## config.mk

```make
export PLATFORM = sky130hd
export DESIGN_NAME = mam_tl
export DESIGN_NICKNAME = d
export VERILOG_FILES = /design/src/common/dii_pkg.sv /design/src/common/mam_pkg.sv /design/src/design/mam_tl.sv /design/src/mam/mam_ahb_master.sv /design/src/mam/mam_pkt_engine.sv
export VERILOG_INCLUDE_DIRS = /design/src /design/src/common
export SDC_FILE = /design/constraint.sdc
export NUM_CORES = 1
export LEC_CHECK = 0
export ABC_AREA = 1
export ABC_CLOCK_PERIOD_IN_PS = 3400
export BUFFER_PORTS_ARGS = -buffer_cell sky130_fd_sc_hd__buf_4
export CAP_MARGIN = 20
export CORE_UTILIZATION = 30
export DETAILED_ROUTE_END_ITERATION = 10
export GPL_ROUTABILITY_DRIVEN = 0
export SLEW_MARGIN = 10
export SYNTH_ARGS = -nofsm -noshare
export SYNTH_HDL_FRONTEND = slang
export SYNTH_SLANG_ARGS = --single-unit
```

## constraint.sdc

```tcl
create_clock -name clk_i -period 3.4 [get_ports clk_i]
set_input_delay 0.68 -clock clk_i [delete_from_list [all_inputs] [get_ports clk_i]]
set_output_delay 0.68 -clock clk_i [all_outputs]
set_load 0.005 [all_outputs]
```

## src/common/mam_config.svh

```systemverilog
// Build-time configuration of the memory access module
// Data and address widths, packet length limit and the memory window
`ifndef MAM_CONFIG_SVH
`define MAM_CONFIG_SVH

// Width of one bus beat in bits, equal to one flit payload
`define XLEN 16

// Bus address width in bits, carried as two flits in a request
`define PLEN 32

// Longest packet in flits, header words included
`define MAX_PKT_LEN 12

// Byte window that debug requests may touch
// A request is executed only if every beat falls inside it
`define MEM_BASE 32'h0000_1000
`define MEM_SIZE 32'h0000_0200

`endif

```

## src/common/dii_pkg.sv

```systemverilog
// Debug interconnect flit type
// Type words of MAM request and response packets

package dii_pkg;

  // One flit on the debug interconnect
  // The valid bit travels inside the flit, ready travels beside it
  typedef struct packed {
    logic [15:0] data;
    logic        last;
    logic        valid;
  } dii_flit_t;

  // Third word of every packet, selects the packet handler
  localparam logic [15:0] DII_TYPE_MAM_REQ = 16'h0010;

  // Type word that the MAM puts on its own responses
  localparam logic [15:0] DII_TYPE_MAM_RSP = 16'h0011;

endpackage

```

## src/common/mam_pkg.sv

```systemverilog
// MAM control word, engine to master request and AHB encodings
// Shared by the packet engine, the bus master and the testbench

package mam_pkg;

  `include "mam_config.svh"

  // Field view of the fourth request word
  typedef struct packed {
    logic        we;
    logic        burst;
    logic        sync;
    logic [12:0] beats;
  } mam_ctrl_t;

  // The same word as it arrives in a flit, or split into its fields
  typedef union packed {
    logic [15:0] raw;
    mam_ctrl_t   ctrl;
  } mam_ctrl_u;

  // One bus request from the packet engine to the AHB master
  // For a single access beats is one
  typedef struct packed {
    logic             we;
    logic             burst;
    logic [12:0]      beats;
    logic [`PLEN-1:0] addr;
  } mam_req_t;

  // AHB transfer types
  localparam logic [1:0] HTRANS_IDLE   = 2'b00;
  localparam logic [1:0] HTRANS_BUSY   = 2'b01;
  localparam logic [1:0] HTRANS_NONSEQ = 2'b10;

  // AHB burst types
  localparam logic [2:0] HBURST_SINGLE = 3'b000;
  localparam logic [2:0] HBURST_INCR   = 3'b001;

  // Data access, privileged, not bufferable
  localparam logic [3:0] HPROT_DATA    = 4'b0011;

endpackage

```

## src/design/mam_tl.sv

```systemverilog
// MAM top level
// Packet engine on the debug side, AHB-Lite master on the memory side
`timescale 1ns/10ps
`include "mam_config.svh"

module mam_tl
  import dii_pkg::*;
  import mam_pkg::*;
(
  input  logic              clk_i,
  input  logic              rst_n_i,
  input  logic [15:0]       id_i,
  input  dii_flit_t         debug_in_i,
  output logic              debug_in_ready_o,
  output dii_flit_t         debug_out_o,
  input  logic              debug_out_ready_i,
  output logic              biu_hsel_o,
  output logic [`PLEN-1:0]  biu_haddr_o,
  output logic [`XLEN-1:0]  biu_hwdata_o,
  output logic              biu_hwrite_o,
  output logic [2:0]        biu_hsize_o,
  output logic [2:0]        biu_hburst_o,
  output logic [3:0]        biu_hprot_o,
  output logic [1:0]        biu_htrans_o,
  output logic              biu_hmastlock_o,
  input  logic [`XLEN-1:0]  biu_hrdata_i,
  input  logic              biu_hready_i,
  input  logic              biu_hresp_i
);

  // Request channel between engine and master
  mam_req_t          req;
  logic              req_valid;
  logic              req_ready;

  // Per-beat write and read channels
  logic [`XLEN-1:0]  wdata;
  logic              wvalid;
  logic              wready;
  logic [`XLEN-1:0]  rdata;
  logic              rvalid;
  logic              rready;

  mam_pkt_engine u_engine (
    .clk_i             (clk_i),
    .rst_n_i           (rst_n_i),
    .id_i              (id_i),
    .debug_in_i        (debug_in_i),
    .debug_in_ready_o  (debug_in_ready_o),
    .debug_out_o       (debug_out_o),
    .debug_out_ready_i (debug_out_ready_i),
    .req_o             (req),
    .req_valid_o       (req_valid),
    .req_ready_i       (req_ready),
    .wdata_o           (wdata),
    .wvalid_o          (wvalid),
    .wready_i          (wready),
    .rdata_i           (rdata),
    .rvalid_i          (rvalid),
    .rready_o          (rready)
  );

  mam_ahb_master u_master (
    .clk_i           (clk_i),
    .rst_n_i         (rst_n_i),
    .req_i           (req),
    .req_valid_i     (req_valid),
    .req_ready_o     (req_ready),
    .wdata_i         (wdata),
    .wvalid_i        (wvalid),
    .wready_o        (wready),
    .rdata_o         (rdata),
    .rvalid_o        (rvalid),
    .rready_i        (rready),
    .biu_hsel_o      (biu_hsel_o),
    .biu_haddr_o     (biu_haddr_o),
    .biu_hwdata_o    (biu_hwdata_o),
    .biu_hwrite_o    (biu_hwrite_o),
    .biu_hsize_o     (biu_hsize_o),
    .biu_hburst_o    (biu_hburst_o),
    .biu_hprot_o     (biu_hprot_o),
    .biu_htrans_o    (biu_htrans_o),
    .biu_hmastlock_o (biu_hmastlock_o),
    .biu_hrdata_i    (biu_hrdata_i),
    .biu_hready_i    (biu_hready_i),
    .biu_hresp_i     (biu_hresp_i)
  );

endmodule

```

## src/mam/mam_ahb_master.sv

```systemverilog
// AHB-Lite master of the MAM
// Runs single transfers and incrementing bursts one beat at a time
`timescale 1ns/10ps
`include "mam_config.svh"

module mam_ahb_master
  import mam_pkg::*;
(
  input  logic              clk_i,
  input  logic              rst_n_i,
  input  mam_req_t          req_i,
  input  logic              req_valid_i,
  output logic              req_ready_o,
  input  logic [`XLEN-1:0]  wdata_i,
  input  logic              wvalid_i,
  output logic              wready_o,
  output logic [`XLEN-1:0]  rdata_o,
  output logic              rvalid_o,
  input  logic              rready_i,
  output logic              biu_hsel_o,
  output logic [`PLEN-1:0]  biu_haddr_o,
  output logic [`XLEN-1:0]  biu_hwdata_o,
  output logic              biu_hwrite_o,
  output logic [2:0]        biu_hsize_o,
  output logic [2:0]        biu_hburst_o,
  output logic [3:0]        biu_hprot_o,
  output logic [1:0]        biu_htrans_o,
  output logic              biu_hmastlock_o,
  input  logic [`XLEN-1:0]  biu_hrdata_i,
  input  logic              biu_hready_i,
  input  logic              biu_hresp_i
);

  // Every beat moves a full bus word
  localparam logic [2:0] HSIZE = 3'($clog2(`XLEN / 8));

  logic               act_q;
  logic [1:0]         htrans_q;
  logic               hsel_q;
  logic               dph_q;
  logic               rvalid_q;

  logic               we_q;
  logic               burst_q;
  logic [12:0]        beats_q;
  logic [`PLEN-1:0]   addr_q;
  logic [`PLEN-1:0]   haddr_q;
  logic               hwrite_q;
  logic [`XLEN-1:0]   rdata_q;

  logic               addr_ph;
  logic               addr_ack;
  logic               data_ack;
  logic               rd_free;
  logic               issue;

  assign addr_ph  = (htrans_q != HTRANS_IDLE);
  assign addr_ack = addr_ph && biu_hready_i;
  assign data_ack = dph_q && biu_hready_i;

  // Held read data must be taken before the next read address goes out
  assign rd_free  = !rvalid_q || rready_i;

  // Only one beat is on the bus, so each beat opens with NONSEQ
  assign issue = act_q && (beats_q != 13'd0) && !addr_ph && !dph_q && biu_hready_i &&
                 (we_q ? wvalid_i : rd_free);

  assign req_ready_o = !act_q;
  assign wready_o    = data_ack && we_q;
  assign rvalid_o    = rvalid_q;
  assign rdata_o     = rdata_q;

  assign biu_hsel_o      = hsel_q;
  assign biu_htrans_o    = htrans_q;
  assign biu_haddr_o     = haddr_q;
  assign biu_hwrite_o    = hwrite_q;
  assign biu_hwdata_o    = wdata_i;
  assign biu_hsize_o     = HSIZE;
  assign biu_hburst_o    = burst_q ? HBURST_INCR : HBURST_SINGLE;
  assign biu_hprot_o     = HPROT_DATA;
  assign biu_hmastlock_o = 1'b0;

  ////////////////////////////////////////////////////////////////////////////
  // Beat sequencing
  ////////////////////////////////////////////////////////////////////////////

  always_ff @(posedge clk_i or negedge rst_n_i) begin
    if (!rst_n_i) begin
      act_q    <= 1'b0;
      htrans_q <= HTRANS_IDLE;
      hsel_q   <= 1'b0;
      dph_q    <= 1'b0;
      rvalid_q <= 1'b0;
    end else begin
      if (req_valid_i && req_ready_o) begin
        act_q <= 1'b1;
      end else if (data_ack && beats_q == 13'd0) begin
        act_q <= 1'b0;
      end
      // Address phase ends on hready, the data phase follows
      if (issue) begin
        htrans_q <= HTRANS_NONSEQ;
        hsel_q   <= 1'b1;
      end else if (addr_ack) begin
        htrans_q <= HTRANS_IDLE;
        hsel_q   <= 1'b0;
      end
      if (addr_ack) begin
        dph_q <= 1'b1;
      end else if (data_ack) begin
        dph_q <= 1'b0;
      end
      if (data_ack && !we_q) begin
        rvalid_q <= 1'b1;
      end else if (rready_i) begin
        rvalid_q <= 1'b0;
      end
    end
  end

  always_ff @(posedge clk_i) begin
    if (req_valid_i && req_ready_o) begin
      we_q    <= req_i.we;
      burst_q <= req_i.burst;
      beats_q <= req_i.beats;
      addr_q  <= req_i.addr;
    end else if (addr_ack) begin
      beats_q <= beats_q - 13'd1;
      addr_q  <= addr_q + (`XLEN / 8);
    end
    if (issue) begin
      haddr_q  <= addr_q;
      hwrite_q <= we_q;
    end
    if (data_ack && !we_q) begin
      rdata_q <= biu_hrdata_i;
    end
  end

  // A held read beat keeps the bus idle until the engine takes it
  a_idle_on_stall: assert property (@(posedge clk_i) disable iff (!rst_n_i)
    rvalid_o && !rready_i |-> biu_htrans_o == HTRANS_IDLE);

  // A waited address phase keeps its address and type
  a_addr_hold: assert property (@(posedge clk_i) disable iff (!rst_n_i)
    (biu_htrans_o != HTRANS_IDLE) && !biu_hready_i |=>
      $stable(biu_haddr_o) && $stable(biu_htrans_o));

  // The slave in the window is expected never to answer with ERROR
  a_no_error: assert property (@(posedge clk_i) disable iff (!rst_n_i)
    dph_q |-> !biu_hresp_i);

endmodule

```

## src/mam/mam_pkt_engine.sv

```systemverilog
// MAM packet engine
// Parses request packets, issues bus beats and builds response packets
`timescale 1ns/10ps
`include "mam_config.svh"

module mam_pkt_engine
  import dii_pkg::*;
  import mam_pkg::*;
(
  input  logic              clk_i,
  input  logic              rst_n_i,
  input  logic [15:0]       id_i,
  input  dii_flit_t         debug_in_i,
  output logic              debug_in_ready_o,
  output dii_flit_t         debug_out_o,
  input  logic              debug_out_ready_i,
  output mam_req_t          req_o,
  output logic              req_valid_o,
  input  logic              req_ready_i,
  output logic [`XLEN-1:0]  wdata_o,
  output logic              wvalid_o,
  input  logic              wready_i,
  input  logic [`XLEN-1:0]  rdata_i,
  input  logic              rvalid_i,
  output logic              rready_o
);

  // Data flits that fit behind the three header words
  localparam int PKT_BEATS = `MAX_PKT_LEN - 3;
  localparam int PKT_W     = $clog2(`MAX_PKT_LEN);

  typedef enum logic [3:0] {
    ST_INIT, ST_HDR, ST_CHECK, ST_DROP, ST_REQ,
    ST_WRITE, ST_RWAIT, ST_RHDR, ST_RDATA, ST_ACK
  } state_e;

  state_e             state_q;
  logic [2:0]         hdr_cnt_q;
  logic [1:0]         out_cnt_q;
  logic [12:0]        beats_q;
  logic [PKT_W-1:0]   pkt_q;

  logic [15:0]        src_q;
  logic               type_ok_q;
  mam_ctrl_u          ctrl_q;
  logic [`PLEN-1:0]   addr_q;
  logic               last_q;

  logic               in_xfer;
  logic               out_xfer;
  logic [12:0]        req_beats;
  logic [`PLEN:0]     acc_end;
  logic               in_win;
  logic               req_ok;
  logic               rd_last;
  logic [15:0]        hdr_word;

  assign in_xfer  = debug_in_i.valid && debug_in_ready_o;
  assign out_xfer = debug_out_o.valid && debug_out_ready_i;

  ////////////////////////////////////////////////////////////////////////////
  // Request decode
  ////////////////////////////////////////////////////////////////////////////

  // A single access always moves exactly one beat
  assign req_beats = ctrl_q.ctrl.burst ? ctrl_q.ctrl.beats : 13'd1;

  // End address one past the last byte, one spare bit catches wrap-around
  assign acc_end = {1'b0, addr_q} + {{(`PLEN - 13){1'b0}}, req_beats, 1'b0};
  assign in_win  = (addr_q >= `MEM_BASE) &&
                   (acc_end <= ({1'b0, `MEM_BASE} + {1'b0, `MEM_SIZE}));

  // Writes must carry data flits, reads must end on the address word
  assign req_ok = type_ok_q && in_win && (req_beats != 13'd0) && !addr_q[0] &&
                  (ctrl_q.ctrl.we != last_q);

  assign req_o = '{we: ctrl_q.ctrl.we, burst: ctrl_q.ctrl.burst, beats: req_beats,
                   addr: addr_q};
  assign req_valid_o = (state_q == ST_REQ);

  // Header words are captured as they stream in; word 0 is our own address
  always_ff @(posedge clk_i) begin
    if (state_q == ST_HDR && in_xfer) begin
      case (hdr_cnt_q)
        3'd1: src_q <= debug_in_i.data;
        3'd2: type_ok_q <= (debug_in_i.data == DII_TYPE_MAM_REQ);
        3'd3: ctrl_q.raw <= debug_in_i.data;
        3'd4: addr_q[`PLEN-1:`PLEN/2] <= debug_in_i.data;
        3'd5: begin
          addr_q[`PLEN/2-1:0] <= debug_in_i.data;
          last_q              <= debug_in_i.last;
        end
        default: ;
      endcase
    end
  end

  ////////////////////////////////////////////////////////////////////////////
  // Flit and beat handshakes
  ////////////////////////////////////////////////////////////////////////////

  // Input is taken while parsing or dropping, and one flit per write beat
  always_comb begin
    case (state_q)
      ST_HDR, ST_DROP: debug_in_ready_o = 1'b1;
      ST_WRITE:        debug_in_ready_o = wready_i;
      default:         debug_in_ready_o = 1'b0;
    endcase
  end

  // Write data goes straight from the held flit to the bus
  assign wdata_o  = debug_in_i.data;
  assign wvalid_o = (state_q == ST_WRITE) && debug_in_i.valid;

  // A read beat is released only when its flit leaves
  assign rready_o = (state_q == ST_RDATA) && rvalid_i && debug_out_ready_i;

  // Last data flit of the whole burst or of the current response packet
  assign rd_last = (beats_q == 13'd1) || (pkt_q == PKT_W'(1));

  // Response header is the requester, then us, then the response type
  always_comb begin
    case (out_cnt_q)
      2'd0:    hdr_word = src_q;
      2'd1:    hdr_word = id_i;
      default: hdr_word = DII_TYPE_MAM_RSP;
    endcase
  end

  always_comb begin
    case (state_q)
      ST_RHDR:  debug_out_o = '{data: hdr_word, last: 1'b0, valid: 1'b1};
      ST_ACK:   debug_out_o = '{data: hdr_word, last: (out_cnt_q == 2'd2), valid: 1'b1};
      ST_RDATA: debug_out_o = '{data: rdata_i, last: rd_last, valid: rvalid_i};
      default:  debug_out_o = '{data: rdata_i, last: 1'b0, valid: 1'b0};
    endcase
  end

  ////////////////////////////////////////////////////////////////////////////
  // Engine FSM
  ////////////////////////////////////////////////////////////////////////////

  always_ff @(posedge clk_i or negedge rst_n_i) begin
    if (!rst_n_i) begin
      state_q   <= ST_INIT;
      hdr_cnt_q <= '0;
      out_cnt_q <= '0;
      beats_q   <= '0;
      pkt_q     <= '0;
    end else begin
      case (state_q)
        // Holds input ready low for the first cycle out of reset
        ST_INIT: state_q <= ST_HDR;
        ST_HDR: begin
          if (in_xfer) begin
            if (hdr_cnt_q == 3'd5) begin
              hdr_cnt_q <= '0;
              state_q   <= ST_CHECK;
            end else if (debug_in_i.last) begin
              // Packet too short to be a request, start over
              hdr_cnt_q <= '0;
            end else begin
              hdr_cnt_q <= hdr_cnt_q + 3'd1;
            end
          end
        end
        ST_CHECK: begin
          beats_q <= req_beats;
          pkt_q   <= PKT_W'(PKT_BEATS);
          if (req_ok) begin
            state_q <= ST_REQ;
          end else if (last_q) begin
            state_q <= ST_HDR;
          end else begin
            state_q <= ST_DROP;
          end
        end
        // Swallow the rest of a rejected packet
        ST_DROP: begin
          if (in_xfer && debug_in_i.last) begin
            state_q <= ST_HDR;
          end
        end
        ST_REQ: begin
          if (req_ready_i) begin
            state_q <= ctrl_q.ctrl.we ? ST_WRITE : ST_RWAIT;
          end
        end
        ST_WRITE: begin
          if (in_xfer) begin
            beats_q <= beats_q - 13'd1;
            if (beats_q == 13'd1) begin
              state_q <= ctrl_q.ctrl.sync ? ST_ACK : ST_HDR;
            end
          end
        end
        // Each response packet waits for its first beat before the header
        ST_RWAIT: begin
          if (rvalid_i) begin
            state_q <= ST_RHDR;
          end
        end
        ST_RHDR: begin
          if (out_xfer) begin
            if (out_cnt_q == 2'd2) begin
              out_cnt_q <= '0;
              state_q   <= ST_RDATA;
            end else begin
              out_cnt_q <= out_cnt_q + 2'd1;
            end
          end
        end
        ST_RDATA: begin
          if (out_xfer) begin
            beats_q <= beats_q - 13'd1;
            pkt_q   <= pkt_q - PKT_W'(1);
            if (beats_q == 13'd1) begin
              state_q <= ST_HDR;
            end else if (pkt_q == PKT_W'(1)) begin
              // Burst continues in a fresh response packet
              pkt_q   <= PKT_W'(PKT_BEATS);
              state_q <= ST_RWAIT;
            end
          end
        end
        ST_ACK: begin
          if (out_xfer) begin
            if (out_cnt_q == 2'd2) begin
              out_cnt_q <= '0;
              state_q   <= ST_HDR;
            end else begin
              out_cnt_q <= out_cnt_q + 2'd1;
            end
          end
        end
        default: state_q <= ST_HDR;
      endcase
    end
  end

  // A stalled flit holds, read data included, until it is taken
  a_out_stable: assert property (@(posedge clk_i) disable iff (!rst_n_i)
    debug_out_o.valid && !debug_out_ready_i |=> $stable(debug_out_o));

  // An offered read beat stays offered with the same data until it is taken
  a_rvalid_hold: assert property (@(posedge clk_i) disable iff (!rst_n_i)
    rvalid_i && !rready_o |=> rvalid_i && $stable(rdata_i));

endmodule

```

==> metrics <==
Final #Nets=1,396; Die ar.=between 30,000 and 40,000 sq um; Psw=between 0.0015 and 0.002 W; first-pass GRT wire length=~43,000 um; FP Rows=68; chip width=about 190 um; cells along the critical path=inv_1 > nor2_1 > inv_1 > ha_1 > inv_1 > fa_1 > inv_1 > nand2_1 > nand2_1 > nand3_1 > nand2_1 > nand2_1 > nand2_1 > nand2_1 > nand2_1 > nand2_1 > a21oi_1 > nand3_1 > nor2_1 > nand2_1 > nand3_1 > nand2_1 > nand2_1 > nand2_1; Slew headroom=a little over a third; total CTS buffers=17; Critical Path End=u_engine.state_q[1]; status=finished, final reports clean; Comb power frac=approximately 17%; MaxCap Viol Count=0; Syn Inst Count=1,202; worst-margin pin slew=slightly below 1 ns; R2R cell count=24; post-layout minimum cycle time=3.069 ns; Reg clk slew, reported paths=~0.080 ns; Sink Count=about 190; WP data arrival=~3.4 ns; synth cell count leaders=nand2_1, edfxtp_1, inv_1; Warnings, synthesis=0; sequential share of power=50.2%; syn avg cell area=a little under 9 sq um; DR vias=8,433; GRT Total Usage=between 10% and 20%; Placeable Area=about 35,000 sq um; setup TNS=0 ns; Max VDD drop=0.4021 mV; RSZ-0062 raised after global routing=false; flop-to-flop setup slack=around 0.33 ns; largest family of logic cells by synthesized area=simple AND/OR/NAND/NOR gates; XOR/XNOR Fraction of Synth Area=around 3.2%; Pins Over Slew Limit=0; Synth async-reset ratio=about 16%; fillers=about 3,500; CTS resizes=0; Seq/Total Area, Yosys=between 50% and 60%; grt ovf=0; crit end category=register; Worst Setup Start Kind=register; fraction of layout cells with a size suffix above 1=between 10% and 20%; Crit Path Class=register to register; DRT Pass-1 Iters=5; Port Buffers=around 120; # H-tree levels=4; Area contributors post-synth=edfxtp_1, nand2_1, dfrtp_1; DR iter-0 viols=between 600 and 700; Top-Level Pins=between 100 and 150; synthesized-area fraction occupied by adder cells=roughly 3.0%; crit path max-delay cell type=fa_1; power density over the cells=approximately 460 nW/um^2; fin crit share=between 90% and 100%; Worst-Skew Late Latency=roughly 0.44 ns; largest net degree at the start of global routing=49; final setup violation count=0; P_leak=5.297 nW; Fin Clk Skew=between 0.01 and 0.015 ns; count leader, synth=nand2_1; most used cell, CP=nand2_1; Post-synth EDFFs=about 160; residual DRC count=0; Synth top area share=45.78%; Synth Area in Compound Gates=between 7 and 8%; initial antenna violation count=0; cts hold-fix bufs=0; CP required=approximately 3.7 ns; Max Freq=~330 MHz; synthesized area=10,630 sq um; slowest stage delay, CP=just under 0.4 ns; vias in the first global route=roughly 8,200; post-synth cell types=49; clock tree buffer depth=2; Sw Ratio=between 20% and 30%; Int Power=roughly 0.0041 W; Yosys reg bits=between 150 and 200; post-synthesis mux area share=0%; worst setup path start=u_engine.ctrl_q[14]; r2r endpoint=u_engine.state_q[1]; Worst Hold Class=input port to asynchronous set/reset pin; DP HPWL=20,070 um; Starting Density=a little under a third; Clock Power Share=approximately 33%; Synth-to-Final Area Change=17.83%; Post-Synth Simple-Gate Area=about a quarter; final wirelength=26,490 um; vias per inst=~4.7; Crit Path Max Fanout=3; main flop type after synthesis=edfxtp_1; CTS tree=built; Final ANT Viol Nets=0; final antenna diode count=0; R2R Path Start=u_engine.ctrl_q[14]; Root Buffer=clkbuf_16; DIE HEIGHT=190.2 um; Yosys top cell by area=edfxtp_1; post-CTS setup buffers=0; total power=a little under 0.006 W; Hold Vio Cnt, Final=0; post-DR wirelength/cell=between 10 and 15 um
cells in the final DEF, fill, tap and decap left out, types with 3 or more instances in the layout:
cell type and instances:
nand2_1 300, edfxtp_1 162, inv_1 151, buf_4 140
nor2_1 115, nand3_1 90, o21ai_0 72, xor2_1 31
dfrtp_1 30, a21oi_1 25, ha_1 24, nor3_1 21
clkbuf_16 17, a31oi_1 15, nand4_1 13, conb_1 11
o22ai_1 10, xnor2_1 8, nor3_2 7, nor2_2 6
nand3_2 6, inv_6 6, inv_2 5, nand2_2 5
o21ai_1 5, nor4_1 5, nor2_4 4, nand3b_1 4
clkinv_4 4, o31ai_1 3, o211ai_1 3
worst max-delay path, delay by kind of cell, from the launching register on:
family / cells / cell delay (ns)
adders and majority gates: 2 / 0.60
and+or+nand+nor: 17 / 1.49
buffers and inverters: 4 / 0.33
AOI/OAI and AO/OA: 1 / 0.14
DFF: 1 / 0.38
power groups by stage:
stage | Clock, W | Sequential [W] | Combinational, W
3_3_place_gp | 0 | 0.00296 | 0.000941
5_1_grt | 0.00205 | 0.00294 | 0.00111
2_1_floorplan | 0 | 0.00292 | 0.000699
6_report | 0.00192 | 0.00291 | 0.000972
4_1_cts | 0.00196 | 0.00291 | 0.000977
3_5_place_dp | 0 | 0.00296 | 0.000966
cell type report:
class / count / area, sq um / area share (%)
Clock buffer: 18 / 429.2 / 3.428
Clock inverter: 14 / 120.1 / 0.9593
Inverter: 157 / 589.3 / 4.707
Multi-Input combinational cell: 808 / 4146 / 33.12
Sequential cell: 192 / 5615 / 44.85
Tap cell: 455 / 569.3 / 4.547
Timing Repair Buffer: 140 / 1051 / 8.394
stage by stage:
| stage | area, sq um | cells | util [%] | setup slack, ns | hold slack [ns] |
|---|---|---|---|---|---|
| after floorplan | 10660 | 1211 | - | 0.1799 | 0.3844 |
| after global placement | 11970 | 1752 | 34.49 | 0.4238 | 0.4097 |
| after detailed placement | 11970 | 1752 | 34.49 | 0.3732 | 0.4201 |
| after CTS | 12520 | 1784 | 36.07 | 0.3653 | 0.1798 |
| after global routing | 12520 | 1784 | 36.07 | 0.02602 | 0.1935 |
| final | 12520 | 1784 | 36.07 | 0.3306 | 0.1727 |
cell families (layout without fill, tap and decap cells):
family	count (synthesis)	after routing
other	2	11
AO/OA/AOI/OAI	146	146
adder cells (fa/ha/maj)	25	25
flip-flops	192	192
AND/OR/NAND/NOR	587	587
buffers and inverters	211	329
XOR/XNOR	39	39
sequential cells by signal, summed over array words and instances (netlist names), 2 cells and up:
name                  flops
u_engine.addr_q          32
u_master.addr_q          32
u_master.biu_haddr_o     32
u_engine.ctrl_q          16
u_engine.src_q           16
u_master.rdata_o         16
u_engine.beats_q         13
u_master.beats_q         13
u_engine.pkt_q            4
u_engine.state_q          4
u_engine.hdr_cnt_q        3
u_engine.out_cnt_q        2
per-layer routing:
metal	track usage [%]	up-vias	routed length, um
li1	-	4200	-
met1	20.87	3909	12530
met2	23.71	296	11930
met3	2.878	28	1666
met4	4.215	0	365
met5	0	-	0
worst min path at each step:
stage / start / end / slack, ns / depth (start not counted)
6_report: rst_n_i / u_engine.beats_q[1] / 0.17 / 1
5_1_grt: rst_n_i / u_engine.beats_q[0] / 0.19 / 1
4_1_cts: rst_n_i / u_engine.beats_q[0] / 0.18 / 1
3_5_place_dp: u_master.addr_q[0] / u_master.biu_haddr_o[0] / 0.42 / 0
3_3_place_gp: u_master.addr_q[0] / u_master.biu_haddr_o[0] / 0.41 / 0
2_1_floorplan: rst_n_i / u_engine.beats_q[0] / 0.38 / 0
No activity file was read; power rests on OpenSTA's default activity.
